## config.mk

```make
export PLATFORM = sky130hd
export DESIGN_NAME = addr_test_engine
export DESIGN_NICKNAME = d
export VERILOG_FILES = /design/src/mem_test_pkg.sv /design/src/addr_test_engine.sv
export SDC_FILE = /design/constraint.sdc
export NUM_CORES = 1
export LEC_CHECK = 0
export BUFFER_PORTS_ARGS = -buffer_cell sky130_fd_sc_hd__buf_2
export CAP_MARGIN = 5
export CORE_AREA = 2 2 155 157
export CTS_CLUSTER_SIZE = 14
export DETAILED_ROUTE_END_ITERATION = 10
export DIE_AREA = 0 0 157 159
export GPL_TIMING_DRIVEN = 0
export PLACE_DENSITY = 0.53
export SLEW_MARGIN = 20
export SYNTH_ARGS = -nofsm -noshare
export SYNTH_HDL_FRONTEND = slang
export SYNTH_SLANG_ARGS = --single-unit
```

## constraint.sdc

```tcl
create_clock -name Clk_400 -period 8.3 [get_ports Clk_400]
set_input_delay 0.83 -clock Clk_400 [delete_from_list [all_inputs] [get_ports Clk_400]]
set_output_delay 0.83 -clock Clk_400 [all_outputs]
set_load 0.02 [all_outputs]
```

## src/mem_test_pkg.sv

```systemverilog
// *********************************************************
// memory bus types shared by both masters and the memory model
// avalon-style request and response structs, bank depth, codes
// *********************************************************
`default_nettype none

package mem_test_pkg;

  typedef logic [31:0] avm_addr_t;    // word address
  typedef logic [63:0] avm_data_t;
  typedef logic [11:0] avm_burst_t;   // beats per burst, 0 runs as 1
  typedef logic [1:0]  avm_resp_t;
  typedef logic [4:0]  test_status_t; // failure count, saturates

  localparam avm_resp_t RESP_OKAY   = 2'd0;
  localparam avm_resp_t RESP_SLVERR = 2'd2; // address past the bank

  localparam int MEM_DEPTH = 256;           // words per bank
  localparam int MEM_AW    = $clog2(MEM_DEPTH);

  // master to memory, no waitrequest so every beat is taken
  typedef struct packed {
    logic      read;
    logic      write;
    avm_addr_t address;
    avm_data_t writedata;
  } avm_req_t;

  // memory back to master, one cycle behind the beat
  typedef struct packed {
    logic      readdatavalid;
    avm_data_t readdata;
    avm_resp_t response;  // also set for write beats
  } avm_rsp_t;

endpackage

`default_nettype wire

```

## src/addr_test_engine.sv

```systemverilog
// *********************************************************
// address-in-data memory test
// writes each word of the range with its own address, reads
// the range back and counts bad words, saturating at 31
// *********************************************************
`timescale 1ns/1ns
`default_nettype none

module addr_test_engine (
  input  wire                          Clk_400,
  input  wire                          rst_n,
  input  wire                          test_start,
  input  wire mem_test_pkg::avm_addr_t  cmd_addr,
  input  wire mem_test_pkg::avm_burst_t cmd_burst,
  input  wire mem_test_pkg::avm_rsp_t   avm_rsp,
  output mem_test_pkg::avm_req_t       avm_req,
  output logic                         test_done,
  output mem_test_pkg::test_status_t   test_status
);

  typedef enum logic [1:0] {ST_IDLE, ST_WRITE, ST_READ, ST_DRAIN} state_t;

  state_t                     state;
  logic                       rd_q, wr_q;
  mem_test_pkg::avm_addr_t    addr_q;    // beat address
  mem_test_pkg::avm_addr_t    exp_addr;  // address of next returning read
  mem_test_pkg::avm_burst_t   len, len_q, beat_left, rsp_left;
  mem_test_pkg::test_status_t fail_cnt;
  logic                       last_beat, rd_rsp, bad_rd, launch;

  assign len       = (cmd_burst == '0) ? mem_test_pkg::avm_burst_t'(1) : cmd_burst;
  assign last_beat = (beat_left == '0);
  assign launch    = (state == ST_IDLE) && test_start;
  assign rd_rsp    = avm_rsp.readdatavalid && (state == ST_READ || state == ST_DRAIN);
  assign bad_rd    = (avm_rsp.response != mem_test_pkg::RESP_OKAY) ||
                     (avm_rsp.readdata != mem_test_pkg::avm_data_t'(exp_addr));
  // pattern is the address itself, zero-extended
  assign avm_req     = {rd_q, wr_q, addr_q, mem_test_pkg::avm_data_t'(addr_q)};
  assign test_status = fail_cnt;

  always_ff @(posedge Clk_400) begin
    if (!rst_n) begin
      state     <= ST_IDLE;
      rd_q      <= 1'b0;
      wr_q      <= 1'b0;
      beat_left <= '0;
      rsp_left  <= '0;
      fail_cnt  <= '0;
      test_done <= 1'b0;
    end else begin
      test_done <= 1'b0;
      case (state)
        ST_IDLE: if (launch) begin
          state     <= ST_WRITE;
          wr_q      <= 1'b1;
          beat_left <= len - 1'b1;
          fail_cnt  <= '0;
        end
        ST_WRITE: begin
          if (last_beat) begin         // straight into read-back
            wr_q      <= 1'b0;
            rd_q      <= 1'b1;
            beat_left <= len_q - 1'b1;
            rsp_left  <= len_q;
            state     <= ST_READ;
          end else
            beat_left <= beat_left - 1'b1;
        end
        ST_READ: begin
          if (last_beat) begin
            rd_q  <= 1'b0;
            state <= ST_DRAIN;
          end else
            beat_left <= beat_left - 1'b1;
        end
        default: ;                     // drain waits on responses
      endcase
      if (rd_rsp) begin
        rsp_left <= rsp_left - 1'b1;
        if (bad_rd && fail_cnt != '1)
          fail_cnt <= fail_cnt + 1'b1;
        if (rsp_left == mem_test_pkg::avm_burst_t'(1)) begin
          test_done <= 1'b1;
          state     <= ST_IDLE;
        end
      end
    end
  end

  always_ff @(posedge Clk_400) begin
    if (launch) begin
      addr_q   <= cmd_addr;
      exp_addr <= cmd_addr;            // holds the base through the write pass
      len_q    <= len;
    end else if (state == ST_WRITE && last_beat)
      addr_q <= exp_addr;              // rewind for read-back
    else if (rd_q || wr_q)
      addr_q <= addr_q + 1'b1;
    if (rd_rsp)
      exp_addr <= exp_addr + 1'b1;
  end

endmodule

`default_nettype wire

```

==> reports/metrics.yaml <==
antenna_found_initial: 0
clkTransAtPathRegs_ps: 80
synth_commonest_cells: "113 x nand2_1, 80 x o21ai_0, 76 x edfxtp_1"
detail_route.drc_violations: 0
pre_repair_dr_iteration_count: 5
relSlewSlack_pct: 31.9
area_delta_synth_final_pct: 21.9
total_placed_instance_area_um2: 9530
fin_worst_hold_slack_ps: 484
crit_path_max_fanout: 18
power_density_nw_per_um2: 229
io_buffers: 185
fin_setup_tns_ps: 0
synth-simple-area-share_pct: 22.5
period_share_pct: 45.5
floorplan.die.width_um: 157
finClkSkew_ps: 12.1
portion_of_netlist_area_occupied_by_mux_cells_pct: 2.01
timing.critical_path.slowest_stage_cell: "o21ai_1"
coreArea_um2: 23200
global_route.usage.total_pct: 21.1
cts_resized: 0
grt_total_ovfl: 0
hp-class: "reg2reg"
finalNetCount: 1284
cts_buffers: 9
final_core_util_pct: 42.2
total_die_area_um2: 25000
startpoint_type: "register"
synth-seq-area-share_pct: 36.9
most_prevalent_standard_cell_on_the_critical_path: "clkbuf_1"
synth_ff_type: "edfxtp_1"
final_hpwl_dp_um: 20900
yosysWarnings: 0
synth_seq_cells: 110
min_from: "rsp_left[8]"
reg_to_reg_setup_timing_slack_ps: 4530
maxCapViolCount: 0
cpPeakStageDelay_ps: 840
hold_end: "rsp_left[8]"
post_route_cells_drive_above_1_share_pct: 25.7
vdd_ir_drop_max_uv: 106
worst_setup_path_end_kind: "register"
floorplan.rows: 56
synth_top_area_cell: "edfxtp_1"
total_instance_count_after_detailed_placement: 1463
diodes: 0
post_detailed_route_via_to_cell_ratio: 4.99
grt_max_degree: 25
route.detailed.wl_per_inst_um: 17.9
netlist_area_um2: 8040
fin_area_um2: 9800
post_synth.cell_area_avg_um2: 8.68
synthMostInstantiatedCell: "nand2_1"
outcome: "completed"
htree_levels: 3
worstReg2RegEnd: "exp_addr[19]"
cts.root.buffer_cell: "clkbuf_16"
synth-compound-area-share_pct: 14.1
final_period_minus_worst_setup_slack_ps: 3770
timing_worst_setup_path_type: "reg2reg"
postSynth.asyncResetShare_pct: 0
io_pins: 218
fmax_mhz: 265
worstReg2RegStart: "state[0]"
hold_viol: 0
post_layout_nonfiller_instances: 1479
detailedRoute.firstIterationViolations: 442
crit_required_ps: 8420
post_cts_hold_buffer_count: 0
largest_family_of_logic_cells_by_synthesized_area: "simple AND/OR/NAND/NOR gates"
cp_num_buf_inv: 5
vias: 7376
syn_inst: 926
postRouteAntennaNets: 0
worstPathCellList: "inv_1 -> ha_1 -> clkbuf_1 -> o21ai_1 -> clkbuf_1 -> buf_1 -> nand2_2 -> buf_16"
synth.top_cell.area_share_pct: 28.4
clk_sink_count: 110
leakage_nw: 4.04
finalSetupViolCount: 0
initial_utilization_pct: 34.7
synth_enable_flop_cells: 76
chipHeight_um: 159
crit_arrival_ps: 3890
yosys.area_share.adder_pct: 2.33
synth_area_leaders: "edfxtp_1 28%, dfxtp_1 8.5%, xnor2_1 7.8%"
vias_in_the_first_global_route: 7052
grt_first_pass_wirelength_um: 40600
grt_setup_unrepaired: "no"
holdPathStages: 2
tightest_slew_ps: 1010
cts_tree: "done"
postCtsSetupBuffers: 0
place_congestion: 0.869
final_number_of_max_transition_violations: 0
buffer_depth_of_the_longest_clock_path: 2
worst-r2r-cell-count: 8
finalWirelength_um: 26500
critical-path-top-delay-family: "buffers and inverters"
synth.distinct_cells: 69
synthXorXnorAreaFrac_pct: 12.3
clkLatencyLatePin_ps: 360
-- cell type report --
type                            count  area (µm²)
Clock inverter                      5        33.8
Tap cell                          319         399
Multi-Input combinational cell    707        4410
Timing Repair Buffer              187         973
Fill cell                        2384       13400
Buffer                            118         707
Inverter                           22        82.6
Clock buffer                       11         233
Sequential cell                   110        2960
-- sequential cells by signal, indices dropped and copies added, names as in the netlist --
signal	cells
wr_q	1
len_q	12
test_done	1
beat_left	12
rd_q	1
rsp_left	12
addr_q	32
state	2
exp_addr	32
test_status	5
-- layer usage --
| metal | share of wire [%] | vias up | wire [µm] | track usage [%] |
|---|---|---|---|---|
| li1 | - | 3681 | - | - |
| met1 | 43 | 3440 | 11500 | 27.5 |
| met2 | 50 | 229 | 13200 | 36.5 |
| met3 | 5.0 | 26 | 1320 | 2.94 |
| met4 | 1.8 | 0 | 469 | 5.25 |
| met5 | 0 | - | 0 | 0 |
-- through the flow --
stage / worst slack, ps / power, mW
CTS: 4510 / 2.25
finish: 4530 / 2.24
global route: 4210 / 2.37
global placement: 3950 / 1.82
floorplan: 5400 / 1.50
detailed placement: 4560 / 1.83
-- worst reg2reg max path, stage by stage, from the launching register on --
cell	delay [ps]
dfxtp_1	430
inv_1	110
ha_1	200
clkbuf_1	180
o21ai_1	840
clkbuf_1	520
buf_1	520
nand2_2	430
buf_16	300
-- cell usage in the layout, fill, tap and decap left out, types with 9 or more instances in the layout --
cell and instances:
a21oi_1 35, o21ai_1 14, clkbuf_16 9, nand3_1 43, nor2_1 52, mux2i_1 15
conb_1 32, and3_1 15, nand4_1 22, buf_2 191, nand2_1 112, xnor2_1 72
xor2_1 41, ha_1 15, nor4_1 19, nor3_1 17, dfxtp_1 34, buf_4 68
o21ai_0 80, inv_1 21, clkbuf_1 43, a31oi_1 10, edfxtp_1 76
-- cells by family after synthesis --
logic type | after synthesis
flip-flops | 110
buffers and inverters | 140
AO/OA/AOI/OAI | 189
AND/OR/NAND/NOR | 342
multiplexers | 16
adder cells (fa/ha/maj) | 15
XOR/XNOR | 113
other | 1
-- report_power, final --
group | switching (mW) | leakage, nW | internal, mW | total (mW)
registers | 0.162 | 1.02 | 0.727 | 0.889
logic | 0.545 | 2.89 | 0.386 | 0.932
clock network | 0.215 | 0.128 | 0.205 | 0.420
total | 0.922 | 4.04 | 1.32 | 2.24
-- worst max-delay path by stage --
stage              endpoint  depth (start not counted)  slack [ps]  startpoint
2_1_floorplan   exp_addr[0]                          7        5400    state[0]
3_3_place_gp   exp_addr[20]                          7        3950    state[0]
3_5_place_dp   exp_addr[20]                          8        4560    state[0]
4_1_cts        exp_addr[16]                          8        4510    state[0]
5_1_grt         exp_addr[4]                          8        4210    state[0]
6_report       exp_addr[19]                          8        4530    state[0]
Note: power is estimated with default switching activity, not from simulation.
