===== config.mk =====
export PLATFORM = sky130hd
export DESIGN_NAME = avm_burst_master
export DESIGN_NICKNAME = d
export VERILOG_FILES = /design/src/mem_test_pkg.sv /design/src/avm_burst_master.sv
export SDC_FILE = /design/constraint.sdc
export NUM_CORES = 1
export LEC_CHECK = 0
export BUFFER_PORTS_ARGS = -buffer_cell sky130_fd_sc_hd__buf_2
export CAP_MARGIN = 20
export CORE_UTILIZATION = 33
export CTS_BUF_LIST = sky130_fd_sc_hd__clkbuf_16
export DETAILED_ROUTE_END_ITERATION = 10
export GPL_TIMING_DRIVEN = 0
export SYNTH_ARGS = -nofsm -noshare
export SYNTH_HDL_FRONTEND = slang
export SYNTH_SLANG_ARGS = --single-unit

===== constraint.sdc =====
create_clock -name Clk_400 -period 3.3 [get_ports Clk_400]
set_input_delay 0.495 -clock Clk_400 [delete_from_list [all_inputs] [get_ports Clk_400]]
set_output_delay 0.495 -clock Clk_400 [all_outputs]
set_load 0.01 [all_outputs]

===== src/mem_test_pkg.sv =====
// *********************************************************
// memory bus types shared by both masters and the memory model
// avalon-style request and response structs, bank depth, codes
// *********************************************************
`default_nettype none

package mem_test_pkg;

  typedef logic [31:0] avm_addr_t;    // word address
  typedef logic [63:0] avm_data_t;
  typedef logic [11:0] avm_burst_t;   // beats per burst, 0 runs as 1
  typedef logic [1:0]  avm_resp_t;
  typedef logic [4:0]  test_status_t; // failure count, saturates

  localparam avm_resp_t RESP_OKAY   = 2'd0;
  localparam avm_resp_t RESP_SLVERR = 2'd2; // address past the bank

  localparam int MEM_DEPTH = 256;           // words per bank
  localparam int MEM_AW    = $clog2(MEM_DEPTH);

  // master to memory, no waitrequest so every beat is taken
  typedef struct packed {
    logic      read;
    logic      write;
    avm_addr_t address;
    avm_data_t writedata;
  } avm_req_t;

  // memory back to master, one cycle behind the beat
  typedef struct packed {
    logic      readdatavalid;
    avm_data_t readdata;
    avm_resp_t response;  // also set for write beats
  } avm_rsp_t;

endpackage

`default_nettype wire


===== src/avm_burst_master.sv =====
// *********************************************************
// single-burst master on the memory bus
// one cmd_start pulse runs a read or write burst, done and
// error bits stay set until rdwr_clear
// *********************************************************
`timescale 1ns/1ns
`default_nettype none

module avm_burst_master (
  input  wire                          Clk_400,
  input  wire                          rst_n,
  input  wire                          cmd_start,
  input  wire                          cmd_read,
  input  wire mem_test_pkg::avm_addr_t  cmd_addr,
  input  wire mem_test_pkg::avm_burst_t cmd_burst,
  input  wire mem_test_pkg::avm_data_t  cmd_wrdata,
  input  wire                          rdwr_clear,
  input  wire mem_test_pkg::avm_rsp_t   avm_rsp,
  output mem_test_pkg::avm_req_t       avm_req,
  output logic [1:0]                   rdwr_done,
  output logic [4:0]                   rdwr_status
);

  typedef enum logic [1:0] {ST_IDLE, ST_WRITE, ST_READ} state_t;

  state_t                   state;
  logic                     rd_q, wr_q;      // bus strobes
  mem_test_pkg::avm_addr_t  addr_q;
  mem_test_pkg::avm_data_t  wdata_q;
  mem_test_pkg::avm_burst_t len, beat_left, rsp_left;
  logic                     last_beat, launch;
  logic                     wr_pend, wr_last; // write response due this cycle
  logic [1:0]               wr_err, rd_err;

  assign len         = (cmd_burst == '0) ? mem_test_pkg::avm_burst_t'(1) : cmd_burst;
  assign last_beat   = (beat_left == '0);
  assign launch      = (state == ST_IDLE) && cmd_start; // busy starts are dropped
  assign avm_req     = {rd_q, wr_q, addr_q, wdata_q};
  assign rdwr_status = {1'b0, rd_err, wr_err};          // bit 4 reserved

  // beat issue
  always_ff @(posedge Clk_400) begin
    if (!rst_n) begin
      state     <= ST_IDLE;
      rd_q      <= 1'b0;
      wr_q      <= 1'b0;
      beat_left <= '0;
    end else begin
      case (state)
        ST_IDLE: if (launch) begin
          state     <= cmd_read ? ST_READ : ST_WRITE;
          rd_q      <= cmd_read;
          wr_q      <= !cmd_read;
          beat_left <= len - 1'b1;
        end
        ST_WRITE: begin
          if (last_beat) begin
            wr_q  <= 1'b0;
            state <= ST_IDLE;
          end else
            beat_left <= beat_left - 1'b1;
        end
        ST_READ: begin
          if (rd_q) begin
            if (last_beat) rd_q <= 1'b0;
            else beat_left <= beat_left - 1'b1;
          end
          // stay until the final response is back
          if (avm_rsp.readdatavalid && rsp_left == mem_test_pkg::avm_burst_t'(1))
            state <= ST_IDLE;
        end
        default: state <= ST_IDLE;
      endcase
    end
  end

  // address walks one word per beat, data is held
  always_ff @(posedge Clk_400) begin
    if (launch) begin
      addr_q  <= cmd_addr;
      wdata_q <= cmd_wrdata;
    end else if (rd_q || wr_q)
      addr_q <= addr_q + 1'b1;
  end

  // *********************************************************
  // sticky done and response status
  // *********************************************************
  always_ff @(posedge Clk_400) begin
    if (!rst_n) begin
      rsp_left  <= '0;
      wr_pend   <= 1'b0;
      wr_last   <= 1'b0;
      rdwr_done <= '0;
      wr_err    <= '0;
      rd_err    <= '0;
    end else begin
      wr_pend <= wr_q;
      wr_last <= wr_q && last_beat;
      if (launch)
        rsp_left <= len;
      if (rdwr_clear) begin
        rdwr_done <= '0;
        wr_err    <= '0;
        rd_err    <= '0;
      end
      if (wr_pend)
        wr_err <= wr_err | avm_rsp.response;
      if (wr_last)
        rdwr_done[0] <= 1'b1;          // lands with the last write response
      if (state == ST_READ && avm_rsp.readdatavalid) begin
        rsp_left <= rsp_left - 1'b1;
        rd_err   <= rd_err | avm_rsp.response;
        if (rsp_left == mem_test_pkg::avm_burst_t'(1))
          rdwr_done[1] <= 1'b1;
      end
    end
  end

  a_rd_wr_excl: assert property (@(posedge Clk_400) disable iff (!rst_n)
    !(avm_req.read && avm_req.write));

endmodule

`default_nettype wire


==> metrics.txt <==
Leakage=3.25 nW; # port buffers=around 220; Die Y=137 um; clk root buf=clkbuf_16; antenna violations before repair=3; Netlist cell types=54; Clock Tree Buf Depth=2; Pwr Density=approximately 660 nW/um^2; Max Freq=333 MHz; later-pin clock latency in the skew report=around 0.42 ns; Syn Nets=736; post-detail-place hpwl=around 13 mm; Initial Util=between 30% and 40%; type of element capturing the critical path=flip-flop; layout cells sized above 1=33.8%; number of max-cap violations=0; Yosys top cell by area=edfxtp_1; via/cell ratio=4.96; Post-Layout Cell Count=1030; DRC Markers=0; aggregate routed wire length=17.0 mm; NumNets Final=roughly 970; # setup viols final=0; clk sink count=roughly 130; unrepaired setup endpoints after global routing=false; placer congestion estimate=0.839; Final Hold Fails=0; hold_buf cts=0; Sw Ratio=29.1%; CTS tree=yes; Detailed Routing Iterations Pass 1=5; sequential share of the synthesized area=59.9%; Avg Cell Area, Syn=11.0 um^2; H-Tree Depth=4; largest net degree at the start of global routing=62; Cells after DPL=997; clock skew=0.0141 ns; post-route ant nets=0; Mapped Area=6020 um^2; commonest register cell after synthesis=edfxtp_1; DR WL/cell=16.5 um; Synth warnings=0; part of the power in registers=between 40% and 50%; Final Max Slew Viols=0; P_int=0.00377 W; cells after synthesis=548; Setup CP Type=reg2reg; Synth top area share=47.9%; clock slew at reported path FFs=0.06 ns; R2R Setup Slk=about 0.30 ns; global-route wire length before repair=25.1 mm; layout filler cell count=1725; HP Class=in2reg; synth top area cells=edfxtp_1 48%, dfxtp_1 12%, nand2_1 3.9%, o21ai_0 3.7%, nor2_1 2.9%; fin crit share=between 90% and 100%; FFs w/ async S/R, synth=0%; Slew @ Worst Pin=0.997 ns; Max Fanout on Critical Path=13; Iter 0 DRT Violations=312; Setup crit start kind=flip-flop; number of synthesized flops with an enable pin=96; Core Rows=49; Sequential Area=~3600 um^2; largest vdd supply drop=366 uV; P&R area growth vs syn=34.7%; Worst Path Arrival=3.34 ns; grt total ovfl=0; Synth Register Bits=132; Comb pwr share=20.1%; Die Width=137 um; GR Util All Layers=between 15 and 20%; Worst Path Required=between 3 and 4 ns; core area=between 15000 and 20000 um^2; Tot Pwr=0.00532 W; Die Area=18800 um^2; NetSw=0.00155 W; Via Count=5113; clock buffer count from CTS=17; Final min period=3.00 ns; status=completed; Max transition margin=between 30% and 40%; multi-input combinational cell area=2260 um^2; I/O pin cnt=around 290; vias in the first global route=roughly 4700; Clk pwr share=37.8%
[registers in the layout, indices dropped and copies added, names as in the netlist]
register	cells
wr_pend	1
wr_q	1
state	2
wr_err	2
rd_q	1
wr_last	1
rsp_left	12
wdata_q	64
beat_left	12
addr_q	32
rdwr_done	2
rd_err	2
[cell usage after synthesis, types with 2 or more instances]
cell	n
a22oi_1	7
and2_1	3
xor2_1	15
o32ai_1	2
nor4b_1	2
a211oi_1	7
nor2_1	46
and3_1	6
ha_1	8
dfxtp_1	36
buf_1	4
nor3_1	16
a2bb2oi_1	5
mux2i_1	7
a21oi_1	22
o22ai_1	2
edfxtp_1	96
a221oi_1	3
nor4_1	8
o211ai_1	3
nand3_1	16
nor2b_1	3
nand2_1	63
or3_1	12
or2_2	2
clkbuf_1	14
and4_1	2
nand3b_1	3
nand4_1	14
buf_4	3
inv_1	13
mux2_2	4
or4_1	6
nand2b_1	4
xnor2_1	11
buf_6	2
a31oi_1	13
o21ai_0	44
nor3b_1	6
[cell families (layout without fill, tap and decap cells)]
| kind of cell | Yosys count | after routing | synth area share, % |
|---|---|---|---|
| other | 1 | 4 | 0.0623 |
| buffers and inverters | 38 | 288 | 2.81 |
| xor gates and xnor gates | 26 | 26 | 3.79 |
| DFF | 132 | 132 | 59.9 |
| and+or+nand+nor | 217 | 217 | 18.2 |
| AOI/OAI and AO/OA | 115 | 115 | 11.7 |
| adders and majority gates | 8 | 8 | 1.66 |
| muxes | 11 | 11 | 1.91 |
[metal layers]
| layer | part of all wire (%) | wire (um) | global-route usage (%) | vias to the layer above |
|---|---|---|---|---|
| met5 | 0 | 0 | 0 | - |
| met4 | 1.6 | 270 | 6.41 | 0 |
| met3 | 7.6 | 1300 | 4.81 | 16 |
| met2 | 49 | 8350 | 30.8 | 177 |
| met1 | 42 | 7070 | 21.5 | 2400 |
| li1 | - | - | - | 2520 |
[placed cells by master, fill, tap and decap left out, types with 8 or more instances in the layout]
master / n
o21ai_0: 44
a31oi_1: 13
nor2_1: 46
a21oi_1: 22
xor2_1: 15
nor3_1: 16
nor4_1: 8
edfxtp_1: 96
clkbuf_16: 17
buf_2: 220
nand4_1: 14
clkbuf_1: 11
or3_1: 12
nand2_1: 63
inv_1: 13
nand3_1: 16
xnor2_1: 11
dfxtp_1: 36
[worst max-delay path, stage by stage (launching register included)]
cell and delay, ns:
dfxtp_1 0.38, inv_1 0.10, ha_4 0.37, buf_2 0.25, buf_2 0.28, mux2i_1 0.22
ha_1 0.31, nor3b_1 0.23, a2bb2oi_1 0.13, or4_1 0.48, a31oi_1 0.17
[area by class of cell]
class | instances | area share [%]
Clock buffer | 17 | 5.25
Tap cell | 229 | 3.54
Multi-Input combinational cell | 378 | 27.9
Sequential cell | 132 | 44.5
Buffer | 22 | 1.42
Antenna cell | 3 | 0.0926
Inverter | 15 | 0.695
Clock inverter | 14 | 2.49
Timing Repair Buffer | 220 | 14.1
[timing repair]
item	CTS	global route
pin swaps	0	0
setup endpoints to repair	4	2
resized for setup	2	5
buffers inserted	0	0
endpoints found under the hold margin	0	0
[metrics by stage]
step	instance area [um^2]	util (%)	setup slack [ns]	hold slack, ns	setup TNS (ns)
floorplan	6020	-	0.0717	0.413	0
global placement	7390	41.3	-1.07	0.418	-71.76
detailed placement	7450	41.6	-0.458	0.434	-1.16
CTS	8080	45.1	0.0333	0.231	0
global route	8110	45.3	0.0613	0.228	0
finish	8110	45.3	0.296	0.250	0
[path summary, 6_finish.rpt]
check,depth (start not counted),start,to
setup reg to reg,10,state[0],beat_left[6]
hold / removal,1,cmd_wrdata[49],wdata_q[49]
setup / recovery,10,state[0],beat_left[6]
hold reg to reg,2,wr_last,rdwr_done[0]
[power by group through the flow]
stage	clock network [W]	logic, W	registers, W
2_1_floorplan	0	0.000554	0.00233
3_3_place_gp	0	0.00103	0.00228
3_5_place_dp	0	0.00106	0.00227
4_1_cts	0.00205	0.00107	0.00224
5_1_grt	0.00213	0.00118	0.00227
6_report	0.00201	0.00107	0.00224
Power figures use the tool's default switching activity.
