[config.mk]
export PLATFORM = sky130hd
export DESIGN_NAME = mem_csr
export DESIGN_NICKNAME = d
export VERILOG_FILES = /design/src/mem_test_pkg.sv /design/src/mmio_pkg.sv /design/src/mem_csr.sv
export SDC_FILE = /design/constraint.sdc
export NUM_CORES = 1
export LEC_CHECK = 0
export ABC_AREA = 1
export BUFFER_PORTS_ARGS = -buffer_cell sky130_fd_sc_hd__buf_2
export CORE_AREA = 2 2 216 218
export CTS_CLUSTER_DIAMETER = 200
export DETAILED_ROUTE_END_ITERATION = 6
export DIE_AREA = 0 0 218 220
export GPL_TIMING_DRIVEN = 0
export SLEW_MARGIN = 20
export SYNTH_ARGS = -nofsm -noshare
export SYNTH_HDL_FRONTEND = slang
export SYNTH_SLANG_ARGS = --single-unit
[constraint.sdc]
create_clock -name Clk_400 -period 2.2 [get_ports Clk_400]
set_clock_uncertainty 0.1 [all_clocks]
set_input_delay 0.33 -clock Clk_400 [delete_from_list [all_inputs] [get_ports Clk_400]]
set_output_delay 0.33 -clock Clk_400 [all_outputs]
set_load 0.02 [all_outputs]
[src/mem_test_pkg.sv]
// *********************************************************
// memory bus types shared by both masters and the memory model
// avalon-style request and response structs, bank depth, codes
// *********************************************************
`default_nettype none

package mem_test_pkg;

  typedef logic [31:0] avm_addr_t;    // word address
  typedef logic [63:0] avm_data_t;
  typedef logic [11:0] avm_burst_t;   // beats per burst, 0 runs as 1
  typedef logic [1:0]  avm_resp_t;
  typedef logic [4:0]  test_status_t; // failure count, saturates

  localparam avm_resp_t RESP_OKAY   = 2'd0;
  localparam avm_resp_t RESP_SLVERR = 2'd2; // address past the bank

  localparam int MEM_DEPTH = 256;           // words per bank
  localparam int MEM_AW    = $clog2(MEM_DEPTH);

  // master to memory, no waitrequest so every beat is taken
  typedef struct packed {
    logic      read;
    logic      write;
    avm_addr_t address;
    avm_data_t writedata;
  } avm_req_t;

  // memory back to master, one cycle behind the beat
  typedef struct packed {
    logic      readdatavalid;
    avm_data_t readdata;
    avm_resp_t response;  // also set for write beats
  } avm_rsp_t;

endpackage

`default_nettype wire

[src/mmio_pkg.sv]
// *********************************************************
// host register port types, register map and identifiers
// offsets count 32-bit units, data is always 64 bits wide
// *********************************************************
`default_nettype none

package mmio_pkg;

  typedef logic [15:0] mmio_addr_t;
  typedef logic [8:0]  mmio_tid_t;   // tag echoed in the response
  typedef logic [63:0] mmio_data_t;

  typedef struct packed {
    logic       wr_valid;            // one-cycle strobes, never both
    logic       rd_valid;
    mmio_addr_t address;
    mmio_tid_t  tid;
    mmio_data_t data;
  } mmio_req_t;

  typedef struct packed {
    logic       valid;
    mmio_tid_t  tid;
    mmio_data_t data;
  } mmio_rsp_t;

  // *********************************************************
  // register map
  // *********************************************************
  localparam mmio_addr_t REG_DFH            = 16'h0000;
  localparam mmio_addr_t REG_AFU_ID_L       = 16'h0002;
  localparam mmio_addr_t REG_AFU_ID_H       = 16'h0004;
  localparam mmio_addr_t REG_SCRATCH        = 16'h0020;
  localparam mmio_addr_t REG_MEM_ADDRESS    = 16'h0040;
  localparam mmio_addr_t REG_MEM_BURSTCOUNT = 16'h0042;
  localparam mmio_addr_t REG_MEM_RDWR       = 16'h0044; // [0] go, [1] read
  localparam mmio_addr_t REG_MEM_WRDATA     = 16'h0046;
  localparam mmio_addr_t REG_MEM_RDDATA     = 16'h0048;
  localparam mmio_addr_t REG_TESTMODE       = 16'h004A;
  localparam mmio_addr_t REG_TEST_STATUS    = 16'h0060;
  localparam mmio_addr_t REG_RDWR_STATUS    = 16'h0062; // clears on read
  localparam mmio_addr_t REG_BANK_SELECT    = 16'h0064;

  // feature type afu in [63:60], end of list at bit 40
  localparam mmio_data_t DFH_VALUE      = {4'h1, 19'd0, 1'b1, 40'd0};
  localparam mmio_data_t AFU_ID_L_VALUE = 64'hB6E1_2D97_03AC_58F1;
  localparam mmio_data_t AFU_ID_H_VALUE = 64'h7C2E_91A4_5BD0_4F38;

endpackage

`default_nettype wire

[src/mem_csr.sv]
// *********************************************************
// host register file of the memory test accelerator
// decodes mmio writes into engine controls, answers reads
// one cycle later with the tag of the request
// *********************************************************
`timescale 1ns/1ns
`default_nettype none

module mem_csr (
  input  wire                          Clk_400,
  input  wire                          rst_n,
  input  wire mmio_pkg::mmio_req_t     mmio_req,
  output mmio_pkg::mmio_rsp_t          mmio_rsp,
  input  wire mem_test_pkg::avm_rsp_t  avm_rsp,
  input  wire [1:0]                    rdwr_done,   // [0] write, [1] read
  input  wire [4:0]                    rdwr_status,
  input  wire                          test_done,
  input  wire mem_test_pkg::test_status_t test_status,
  output logic                         cmd_start,
  output logic                         cmd_read,
  output mem_test_pkg::avm_addr_t      cmd_addr,
  output mem_test_pkg::avm_burst_t     cmd_burst,
  output mem_test_pkg::avm_data_t      cmd_wrdata,
  output logic                         rdwr_clear,
  output logic                         testmode,
  output logic                         test_start,
  output logic                         bank_sel
);

  mmio_pkg::mmio_data_t scratch_q;
  mmio_pkg::mmio_data_t rddata_q;  // last read beat seen on the bus
  mmio_pkg::mmio_data_t rd_data;   // read mux, sampled with rd_valid
  logic [2:0]           rdwr_q;    // [0] go, [1] read
  logic                 test_done_q;
  logic                 rsp_valid;
  mmio_pkg::mmio_tid_t  rsp_tid;
  mmio_pkg::mmio_data_t rsp_data;

  assign cmd_read = rdwr_q[1];
  assign mmio_rsp = {rsp_valid, rsp_tid, rsp_data};

  // *********************************************************
  // register writes
  // *********************************************************
  always_ff @(posedge Clk_400) begin
    if (!rst_n) begin
      scratch_q   <= '0;
      cmd_addr    <= '0;
      cmd_burst   <= mem_test_pkg::avm_burst_t'(1);
      cmd_wrdata  <= '0;
      rdwr_q      <= '0;
      cmd_start   <= 1'b0;
      testmode    <= 1'b0;
      test_start  <= 1'b0;
      test_done_q <= 1'b0;
      bank_sel    <= 1'b0;
    end else begin
      cmd_start  <= 1'b0;              // pulses
      test_start <= 1'b0;
      if (cmd_start)
        rdwr_q[0] <= 1'b0;             // go bit drops once launched
      if (test_done) begin
        testmode    <= 1'b0;           // test over, hand port back
        test_done_q <= 1'b1;           // sticky until next testmode write
      end
      if (mmio_req.wr_valid) begin
        case (mmio_req.address)
          mmio_pkg::REG_SCRATCH:        scratch_q  <= mmio_req.data;
          mmio_pkg::REG_MEM_ADDRESS:    cmd_addr   <= mmio_req.data[31:0];
          mmio_pkg::REG_MEM_BURSTCOUNT: cmd_burst  <= mmio_req.data[11:0];
          mmio_pkg::REG_MEM_WRDATA:     cmd_wrdata <= mmio_req.data;
          mmio_pkg::REG_MEM_RDWR: begin
            rdwr_q    <= mmio_req.data[2:0];
            cmd_start <= mmio_req.data[0];
          end
          mmio_pkg::REG_TESTMODE: begin
            testmode    <= mmio_req.data[0];
            test_start  <= mmio_req.data[0];
            test_done_q <= 1'b0;
          end
          mmio_pkg::REG_BANK_SELECT:    bank_sel   <= mmio_req.data[0];
          default: ;
        endcase
      end
    end
  end

  // *********************************************************
  // read mux and response
  // *********************************************************
  always_comb begin
    case (mmio_req.address)
      mmio_pkg::REG_DFH:            rd_data = mmio_pkg::DFH_VALUE;
      mmio_pkg::REG_AFU_ID_L:       rd_data = mmio_pkg::AFU_ID_L_VALUE;
      mmio_pkg::REG_AFU_ID_H:       rd_data = mmio_pkg::AFU_ID_H_VALUE;
      mmio_pkg::REG_SCRATCH:        rd_data = scratch_q;
      mmio_pkg::REG_MEM_ADDRESS:    rd_data = {32'd0, cmd_addr};
      mmio_pkg::REG_MEM_BURSTCOUNT: rd_data = {52'd0, cmd_burst};
      mmio_pkg::REG_MEM_RDWR:       rd_data = {61'd0, rdwr_q};
      mmio_pkg::REG_MEM_WRDATA:     rd_data = cmd_wrdata;
      mmio_pkg::REG_MEM_RDDATA:     rd_data = rddata_q;
      mmio_pkg::REG_TESTMODE:       rd_data = {63'd0, testmode};
      mmio_pkg::REG_TEST_STATUS:    rd_data = {55'd0, test_done_q, 3'd0, test_status};
      // rd done, rd err, reserved, wr done, wr err
      mmio_pkg::REG_RDWR_STATUS:    rd_data = {57'd0, rdwr_done[1], rdwr_status[3:2],
                                               rdwr_status[4], rdwr_done[0],
                                               rdwr_status[1:0]};
      mmio_pkg::REG_BANK_SELECT:    rd_data = {63'd0, bank_sel};
      default:                      rd_data = '0; // 0x6, 0x8 and holes
    endcase
  end

  always_ff @(posedge Clk_400) begin
    if (!rst_n) begin
      rsp_valid  <= 1'b0;
      rdwr_clear <= 1'b0;
    end else begin
      rsp_valid  <= mmio_req.rd_valid;
      // status clears behind the response that carried it
      rdwr_clear <= mmio_req.rd_valid && (mmio_req.address == mmio_pkg::REG_RDWR_STATUS);
    end
  end

  always_ff @(posedge Clk_400) begin
    if (mmio_req.rd_valid) begin
      rsp_tid  <= mmio_req.tid;
      rsp_data <= rd_data;
    end
    if (avm_rsp.readdatavalid)
      rddata_q <= avm_rsp.readdata;
  end

  // host never issues a read and a write together
  a_mmio_one_op: assert property (@(posedge Clk_400) disable iff (!rst_n)
    !(mmio_req.wr_valid && mmio_req.rd_valid));

endmodule

`default_nettype wire

==> results by group, run 1 <==
Run status
  • Outcome: complete, no violations

Synthesis
  • Cell types with the largest area share after synthesis: edfxtp_1 (30%), dfxtp_1 (27%), nand2_1 (13%)
  • Proportion of synthesized flip-flops having asynchronous set or reset: 0
  • Most used flip-flop cell after synthesis: dfxtp_1
  • Synthesized area: 13600 µm²
  • Portion of synthesized cell area occupied by the leading cell type: 0.303
  • Syn. warnings: 0
  • Mapped Cells: 1694
  • Number of synthesized register bits: 319
  • Number of enable-type register cells in the synthesized netlist: 137
  • Number of nets produced by synthesis: 1867
  • Share of synthesized area occupied by flip-flops and latches: 0.571
  • Syn_area_per_cell: 8.02 µm²
  • Count of distinct cell types in the synthesized netlist: 27
  • Cell taking the most area after synthesis: edfxtp_1

Worst setup path
  • Crit path launch type: input pin
  • Kind of end point of the critical path: flip-flop
  • Kind of critical path: in2reg
  • Reg-to-reg critical path startpoint: rddata_q[0]$_DFFE_PP_
  • Critical Path AT: 2.27 ns
  • Source of the critical timing path: mmio_req[79]
  • Maximum fanout count along the critical path: 10
  • Slack of the worst reg-to-reg path: 0.96 ns
  • Critical register-to-register path endpoint: rsp_data[0]$_DFFE_PP_
  • Cells on worst reg2reg path: 4
  • Crit path required time: 2.40 ns

Final layout
  • Share of cells above drive strength 1: 0.222
  • Number of nets in the final layout: 2406
  • Non-filler cells in the finished layout: 2869
  • Filler cell count: 4596
  • Top library cells by usage in the layout, fill and taps aside: nand2_1 (476), buf_2 (391), inv_1 (254), nor2_1 (253), dfxtp_1 (182)
  • Synth-to-layout area growth: 38.9%
  • Leading cell type in the layout, fill and taps excluded: nand2_1
  • Final standard cell utilization of the core: 0.412

Place
  • Routability cong.: 0.865
  • Number of buffers inserted by port buffering: 356
  • Cell count after placement: 2659
  • HPWL after detailed placement: 38.5 mm

STA
  • Number of max-slew violations in the final report: 0
  • Number of hold-slack violations in the final timing report: 0
  • Tightest Pin Transition: 1.07 ns
  • Accumulated negative setup slack: 0 ns
  • Count of endpoints failing setup in the final report: 0
  • Worst relative slew slack: 0.286
  • Minimum clock period: 2.06 ns
  • RSZ-0062 raised after global routing: false
  • Fmax: 0.484 GHz
  • Post-route fraction of the period consumed by the critical path: 0.938

Clocking
  • TritonCTS clock tree: built
  • Latest clock arrival within the worst-skew pair: 0.57 ns
  • Clock Sinks: 319
  • CTS Buf Count: 38
  • CTS HTree Levels: 2
  • Clk slew on worst S/H paths: 0.06 ns
  • Buffer cell driving the clock tree root: clkbuf_16
  • Longest Clk Path Bufs: 3

Global routing
  • Vias in the first global route: 12900
  • First-pass GRT wire length: 78.7 mm
  • Number of antenna violations at the first check in global routing: 4
  • Total track usage: 0.224
  • Pin count of the biggest net entering global routing: 45
  • Overflow after GRT: 0

Min path
  • Worst-case hold path end point: rsp_data[1]$_DFFE_PP_
  • Beginning of the worst hold path: test_status[1]
  • Number of cells traversed by the worst hold path: 5
  • Worst hold-check path type: in2reg

Floorplanning
  • Die Footprint: 48000 µm²
  • Top Ports: 361
  • Core Box Area: 45900 µm²
  • Starting density of the core: 0.296
  • Die Ht: 220 µm
  • Die Width: 218 µm
  • Standard-cell rows: 79

Route
  • Number of DRC markers in iteration 0: 992
  • Post-route DRC violation count: 0
  • Pre-Repair DR Iteration Count: 5
  • Via Count: 13200
  • Final ANT Viol Nets: 0
  • Vias/cell: 4.62
  • Total wirelength of the detailed-routed design: 55.1 mm
  • Post-detailed-route wirelength per cell: 19.2 µm

Power and ir drop
  • Worst voltage drop across the vdd grid: 0.000441 V
  • PnR Total Power: 13.7 mW
  • Cell area power density: 727 nW/µm²
  • Sequential fraction of design power: 0.465
  • Pleak: 8.88 nW
  • Internal: 10.7 mW
  • Comb pwr share: 0.060
  • Share of total power in the clock network: 0.476
  • Switching power summed over all nets: 3.07 mW
  • Sw Share: 0.224

Flow run
  • Number of max-cap violations: 0
## cell usage after synthesis, drive strengths merged (7+ instances only)
library cell and count:
inv 264, o211ai 7, nand2 479, nand3 62
nor2 267, buf 57, a21oi 54, dfxtp 182
clkbuf 26, edfxtp 137, o21ai 105, nand4 49
## metal layers
metal / track usage / wire length [µm]
met1: 0.295 / 23900
met4: 0.0959 / 2120
met3: 0.0446 / 4150
met2: 0.357 / 24900
met5: 0 / 13
## sequential cells by signal, indices dropped and copies added (netlist names)
signal and flops:
bank_sel 1, cmd_addr 32, cmd_burst 12, cmd_start 1
cmd_wrdata 64, rddata_q 64, rdwr_clear 1, rdwr_q 3
rsp_data 64, rsp_tid 9, rsp_valid 1, scratch_q 64
test_done_q 1, test_start 1, testmode 1
## area by class of cell
cell class | count | area (µm²) | area share
Multi-Input combinational cell | 1027 | 4400 | 0.233
Timing Repair Buffer | 499 | 3240 | 0.172
Buffer | 83 | 452 | 0.0239
Antenna cell | 1 | 2.50 | 0.000133
Clock buffer | 54 | 1100 | 0.0585
Clock inverter | 14 | 171 | 0.00908
Inverter | 265 | 997 | 0.0528
Sequential cell | 319 | 7760 | 0.411
Tap cell | 607 | 759 | 0.0402
## through the flow
step / hold WS (ns) / area [µm²] / setup WS [ns]
6_report: 0.110 / 18900 / 0.136
4_1_cts: 0.0706 / 18900 / 0.146
5_1_grt: 0.110 / 18900 / 0.0134
3_3_place_gp: 0.338 / 16100 / -0.619
2_1_floorplan: 0.324 / 13600 / 0.550
3_5_place_dp: 0.351 / 16200 / -0.649
## worst max-delay path, stage by stage
cell and delay [ns]:
buf_2 0.11, inv_2 0.06, nor2_2 0.04, nand2_2 0.17, nor2_4 0.10, nand2_2 0.21, clkbuf_1 0.83, nor2_1 0.14
nor2_1 0.17, nand2_1 0.09
## how the worst max path moves through the flow
stage          slack [ns]                          to  cells past startpoint
2_1_floorplan        0.55      rsp_data[32]$_DFFE_PP_                      8
6_report             0.14       rsp_data[5]$_DFFE_PP_                     10
4_1_cts              0.15       rsp_data[5]$_DFFE_PP_                     10
3_3_place_gp        -0.62      rsp_data[56]$_DFFE_PP_                      9
3_5_place_dp        -0.65  scratch_q[33]$_SDFFE_PN0P_                     10
5_1_grt              0.01       rsp_data[7]$_DFFE_PP_                     10
## cells by family after synthesis
family          after synthesis  synth area share
simple gates                860             0.260
buf+inv                     348             0.107
flops                       319             0.571
compound gates              167            0.0629
## power by group through the flow
stage	logic, mW	clock network (mW)	registers (mW)
6_report	0.818	6.53	6.38
5_1_grt	0.878	6.86	6.39
4_1_cts	0.817	6.67	6.38
3_5_place_dp	0.617	0	6.50
3_3_place_gp	0.600	0	6.51
2_1_floorplan	0.136	0	6.56
## timing repair
item	in CTS	in global routing
resized for setup	2	0
endpoints found under the setup margin	72	1
setup buffers	0	3
hold buffers	138	0
pin swaps	0	1
endpoints found under the hold margin	221	0
Note: power is estimated with default switching activity, not from simulation.
==> inputs of run 2 (changes only) <==
BUFFER_PORTS_ARGS = not set   (was -buffer_cell sky130_fd_sc_hd__buf_2)
DONT_BUFFER_PORTS = 1   (was not set)
PLACE_DENSITY = 0.45   (was not set)
SLEW_MARGIN = not set   (was 20)
==> run 2 against run 1 <==
Net effect: the run now ends with negative hold slack left; clock power decreased by 4.4%; via count decreased by 12%; power decreased by 3.7%; setup slack improved by 0.034 ns; design area decreased by 9.7%; count of clock-buffer cells in the layout increased by 8.
==> results by group, run 2 (synthesis results as in run 1) <==
Final layout
  • Share of cells above drive strength 1: 0.0727
  • Leading cell type in the layout, fill and taps excluded: nand2_1
  • Synth-to-layout area growth: 25.5%
  • Filler cell count: 4783
  • Number of nets in the final layout: 2055
  • Top library cells by usage in the layout, fill and taps aside: nand2_1 (476), inv_1 (254), nor2_1 (253), dfxtp_1 (182), dlygate4sd3_1 (146)
  • Cell area after layout: 17100 µm²
  • Final standard cell utilization of the core: 0.372
  • Non-filler cells in the finished layout: 2519

Worst setup path
  • Kind of critical path: in2reg
  • Cells on worst reg2reg path: 5
  • Maximum fanout count along the critical path: 10
  • Crit path launch type: input pin
  • Source of the critical timing path: mmio_req[77]
  • Capture point of the worst path: scratch_q[50]$_SDFFE_PN0P_
  • Slack of the worst reg-to-reg path: 0.57 ns
  • Critical Path AT: 2.37 ns
  • Kind of end point of the critical path: flip-flop
  • Critical register-to-register path endpoint: rsp_data[1]$_DFFE_PP_
  • Crit path required time: 2.54 ns
  • Reg-to-reg critical path startpoint: cmd_wrdata[1]$_SDFFE_PN0P_

Floorplanning
  • Die Footprint: 48000 µm²
  • Starting density of the core: 0.296
  • Core Box Area: 45900 µm²
  • Top Ports: 361
  • Standard-cell rows: 79
  • Die Ht: 220 µm
  • Die Width: 218 µm

Global routing
  • Number of antenna violations at the first check in global routing: 4
  • Pin count of the biggest net entering global routing: 75
  • Overflow after GRT: 0
  • First-pass GRT wire length: 77.1 mm
  • Total track usage: 0.223
  • Vias in the first global route: 11400

Route
  • Via Count: 11700
  • Post-detailed-route wirelength per cell: 21.7 µm
  • Final ANT Viol Nets: 0
  • Number of DRC markers in iteration 0: 756
  • Pre-Repair DR Iteration Count: 5
  • Vias/cell: 4.64
  • Total wirelength of the detailed-routed design: 54.6 mm
  • Post-route DRC violation count: 0

Flow run
  • Number of max-cap violations: 0

STA
  • RSZ-0062 raised after global routing: false
  • Post-route fraction of the period consumed by the critical path: 0.923
  • Fmax: 0.493 GHz
  • Worst relative slew slack: 0.213
  • Minimum clock period: 2.03 ns
  • Worst hold-check slack: -0.212 ns
  • Slack of the critical path: 0.170 ns
  • Number of max-slew violations in the final report: 0
  • Count of endpoints failing setup in the final report: 0
  • Number of hold-slack violations in the final timing report: 73
  • Accumulated negative setup slack: 0 ns
  • Tightest Pin Transition: 1.18 ns

Clocking
  • Clock Sinks: 319
  • CTS Hold Bufs: 147
  • CTS HTree Levels: 2
  • Latest clock arrival within the worst-skew pair: 0.55 ns
  • Buffer cell driving the clock tree root: clkbuf_16
  • Longest Clk Path Bufs: 3
  • Clk slew on worst S/H paths: 0.06 ns
  • Post-CTS Setup Inserts: 0
  • TritonCTS clock tree: built
  • CTS Buf Count: 39

Power and ir drop
  • Switching power summed over all nets: 3.01 mW
  • Sw Share: 0.228
  • Comb pwr share: 0.038
  • Share of total power in the clock network: 0.473
  • Sequential fraction of design power: 0.489
  • PnR Total Power: 13.2 mW
  • Pleak: 7.21 nW
  • Worst voltage drop across the vdd grid: 0.000582 V
  • Cell area power density: 775 nW/µm²
  • Internal: 10.2 mW

Min path
  • Worst hold-check path type: in2reg
  • Beginning of the worst hold path: mmio_req[89]

Place
  • Cell count after placement: 2301
  • Number of buffers inserted by port buffering: 0
  • Placed inst area: 14400 µm²
  • Routability cong.: 0.801
  • HPWL after detailed placement: 37.8 mm
  • Post-Place Setup Slack: -0.631 ns

Run status
  • Violated checks: negative hold slack
  • Outcome: finished with violations
run 2: cell count changes in the layout (fill, tap and decap cells not counted), sizes merged:
| cell | delta |
|---|---|
| buf | -360 |
| clkinv | -5 |
| clkbuf | +8 |
| bufinv | -3 |
| inv | +1 |
| clkinvlp | +1 |
| dlygate4sd3 | +8 |
run 2: per-layer routing:
layer,GRT usage,vias to the layer above,part of all wire
met2,0.354,386,0.45
met3,0.0531,104,0.070
li1,-,5659,-
met1,0.290,5535,0.44
met5,0,-,0.00042
met4,0.0923,4,0.036
run 2: layout make-up:
type / count / area [µm²] / area share
flip-flops and latches: 319 / 7760 / 0.455
clock buffers: 62 / 1130 / 0.0665
plain buffers: 83 / 452 / 0.0265
well taps: 607 / 759 / 0.0445
inverters: 265 / 997 / 0.0585
multi-input cells: 1027 / 4400 / 0.258
repair buffers: 147 / 1490 / 0.0873
clock inverters: 8 / 70.1 / 0.00411
diodes: 1 / 2.50 / 0.000147
run 2: worst min path at each step:
stage	to	slack (ns)	cells past startpoint
floorplan	rdwr_q[2]$_SDFFE_PN0P_	0.32	2
global placement	rddata_q[15]$_DFFE_PP_	0.33	0
finish	rsp_data[21]$_DFFE_PP_	-0.21	0
global route	rsp_data[21]$_DFFE_PP_	-0.23	0
detailed placement	rddata_q[36]$_DFFE_PP_	0.33	0
CTS	rsp_data[21]$_DFFE_PP_	-0.24	0
run 2: repair_timing:
action / CTS / global route
resized for setup: 2 / 0
endpoints found under the setup margin: 4 / 0
hold endpoints to repair: 396 / 73
run 2: critical path, stage by stage:
cell and delay, ns:
inv_1 0.03, nand2_1 0.14, nor2_4 0.45, nand3_2 0.18, nor2_4 0.43, inv_2 0.28
buf_2 0.27, nor2_1 0.16, nor2_1 0.08
run 2: power groups by stage:
stage	sequential, mW	combinational (mW)	clock [mW]
finish	6.46	0.506	6.24
floorplan	6.56	0.136	0
global route	6.47	0.549	6.58
global placement	6.59	0.212	0
CTS	6.46	0.508	6.38
detailed placement	6.59	0.213	0
==> inputs of run 3 (changes only) <==
CORE_AREA = 2 2 232 234   (was 2 2 216 218)
DIE_AREA = 0 0 234 236   (was 0 0 218 220)
PLACE_DENSITY = 0.41   (was 0.45)
==> run 3 against run 2 <==
Net effect: the run still ends with negative hold slack left; count of clock-buffer cells in the layout grew 6; design area increased by 1.4%; utilization fell by 4.6 points; hold slack better by 0.00072 ns; sequential cell count unchanged; die area increased by 15%; final cell count rose by 4.0%; non-clock buffer count is 3 higher; power grew 2.4%; critical path depth did not move; clock power increased by 5.1%; critical path type unchanged; largest cell class unchanged.
==> results by group, run 3 (synthesis results as in run 1) <==
Floorplanning
  • Die Width: 234 µm
  • Standard-cell rows: 85
  • Top Ports: 361
  • Die Footprint: 55200 µm²
  • Core Box Area: 53100 µm²
  • Starting density of the core: 0.256
  • Die Ht: 236 µm

STA
  • Number of max-slew violations in the final report: 0
  • Tightest Pin Transition: 1.22 ns
  • RSZ-0062 raised after global routing: false
  • Slack of the critical path: 0.173 ns
  • Worst hold-check slack: -0.211 ns
  • Minimum clock period: 2.03 ns
  • Number of hold-slack violations in the final timing report: 73
  • Accumulated negative setup slack: 0 ns
  • Post-route fraction of the period consumed by the critical path: 0.921
  • Worst relative slew slack: 0.185
  • Count of endpoints failing setup in the final report: 0
  • Fmax: 0.493 GHz

Final layout
  • Filler cell count: 5586
  • Area of the multi-input gates: 4400 µm²
  • Number of nets in the final layout: 2060
  • Synth-to-layout area growth: 27.3%
  • Leading cell type in the layout, fill and taps excluded: nand2_1
  • Area taken by flip-flops and latches: 7760 µm²
  • Top library cells by usage in the layout, fill and taps aside: nand2_1 (476), inv_1 (254), nor2_1 (253), dfxtp_1 (182), dlygate4sd3_1 (149)
  • Share of cells above drive strength 1: 0.0755

Worst setup path
  • Source of the critical timing path: mmio_req[77]
  • Count of buffer and inverter cells on the critical path: 3
  • Crit path cell chain: inv_1 -> nand2_1 -> nor2_4 -> nand3_2 -> nor2_4 -> inv_2 -> buf_2 -> nor2_1 -> nor2_1
  • Critical Path AT: 2.38 ns
  • Cell family with most CP delay: simple AND/OR/NAND/NOR gates
  • Maximum fanout count along the critical path: 10
  • Crit path required time: 2.55 ns
  • Reg-to-reg critical path startpoint: cmd_wrdata[3]$_SDFFE_PN0P_
  • Cells on worst reg2reg path: 5
  • Kind of end point of the critical path: flip-flop
  • Crit path launch type: input pin
  • Total number of cells along the worst setup path: 9
  • Critical register-to-register path endpoint: rsp_data[3]$_DFFE_PP_
  • Slack of the worst reg-to-reg path: 0.51 ns
  • Crit path max-delay cell type: nor2_4
  • Capture point of the worst path: scratch_q[7]$_SDFFE_PN0P_
  • Kind of critical path: in2reg
  • Slowest Stage Delay on Critical Path: 0.45 ns

Global routing
  • First-pass GRT wire length: 81.0 mm
  • Number of antenna violations at the first check in global routing: 6
  • Total track usage: 0.204
  • Vias in the first global route: 11500
  • Overflow after GRT: 0
  • Pin count of the biggest net entering global routing: 75

Run status
  • Violated checks: negative hold slack
  • Outcome: finished with violations

Power and ir drop
  • Worst voltage drop across the vdd grid: 0.000498 V
  • Sw Share: 0.229
  • Switching power summed over all nets: 3.09 mW
  • Pleak: 7.27 nW
  • Sequential fraction of design power: 0.478
  • Cell area power density: 782 nW/µm²
  • Internal: 10.4 mW
  • Comb pwr share: 0.038
  • Share of total power in the clock network: 0.485

Place
  • HPWL after detailed placement: 39.8 mm
  • Routability cong.: 0.821
  • Number of buffers inserted by port buffering: 0
  • Post-Place Setup Slack: -0.682 ns

Clocking
  • Buffer cell driving the clock tree root: clkbuf_16
  • Latest clock arrival within the worst-skew pair: 0.56 ns
  • Clk slew on worst S/H paths: 0.06 ns
  • TritonCTS clock tree: built
  • Longest Clk Path Bufs: 3
  • CTS Hold Bufs: 150
  • CTS Buf Count: 41
  • Clock Sinks: 319
  • CTS HTree Levels: 2

Min path
  • Worst hold-check path type: in2reg

Route
  • Final ANT Viol Nets: 0
  • Via Count: 11700
  • Number of DRC markers in iteration 0: 773
  • Post-route DRC violation count: 0
  • Post-detailed-route wirelength per cell: 21.8 µm
  • Pre-Repair DR Iteration Count: 5
  • Total wirelength of the detailed-routed design: 57.1 mm
  • Vias/cell: 4.48

Flow run
  • Number of max-cap violations: 0
run 3: timing repair:
item                       in CTS  in global routing
setup buffers                   0                  0
hold endpoints to repair      397                 73
setup endpoints to repair      60                 33
cloned                          0                  0
resized for setup               1                  1
run 3: final cells by class:
cell class | count | share of cell area
diodes | 5 | 0.000723
plain buffers | 83 | 0.0261
clock buffers | 68 | 0.0723
clock inverters | 8 | 0.00268
inverters | 265 | 0.0576
multi-input cells | 1027 | 0.254
flip-flops and latches | 319 | 0.448
well taps | 696 | 0.0503
repair buffers | 150 | 0.0878
run 3: worst min path at each step:
stage	slack, ns	end	startpoint	cells past startpoint
2_1_floorplan	0.32	rdwr_q[2]$_SDFFE_PN0P_	rdwr_q[2]$_SDFFE_PN0P_	2
3_3_place_gp	0.33	rddata_q[29]$_DFFE_PP_	avm_rsp[31]	0
3_5_place_dp	0.33	rddata_q[45]$_DFFE_PP_	avm_rsp[47]	0
4_1_cts	-0.25	rsp_tid[3]$_DFFE_PP_	mmio_req[89]	0
5_1_grt	-0.24	rsp_tid[5]$_DFFE_PP_	mmio_req[89]	0
6_report	-0.21	rsp_tid[5]$_DFFE_PP_	mmio_req[89]	0
run 3: per-layer routing:
metal	vias up	global-route usage	part of all wire
met1	5594	0.268	0.44
met4	4	0.0562	0.025
met3	83	0.0488	0.064
met5	-	0	0.00026
li1	5703	-	-
met2	360	0.332	0.47
run 3: power by group through the flow:
stage,clock network [mW],registers (mW),logic [mW]
after CTS,6.76,6.47,0.515
after global routing,6.95,6.47,0.555
after detailed placement,0,6.59,0.217
after global placement,0,6.59,0.215
after floorplan,0,6.56,0.136
final,6.56,6.46,0.510
run 3: through the flow:
step	hold WS [ns]	area, µm²	total power, mW	std cells	utilization
detailed placement	0.329	14500	6.81	2390	0.273
global placement	0.329	14500	6.81	2390	0.273
floorplan	0.324	13600	6.70	1694	-
global route	-0.238	17300	14.0	2618	0.326
finish	-0.211	17300	13.5	2621	0.326
CTS	-0.252	17300	13.7	2616	0.326
run 3: worst register-to-register path, stage by stage (launching register included):
cell	delay [ns]
dfxtp_1	0.48
inv_1	0.10
o21ai_0	0.17
nor2_1	0.06
dlygate4sd3_1	0.57
nand2_1	0.08
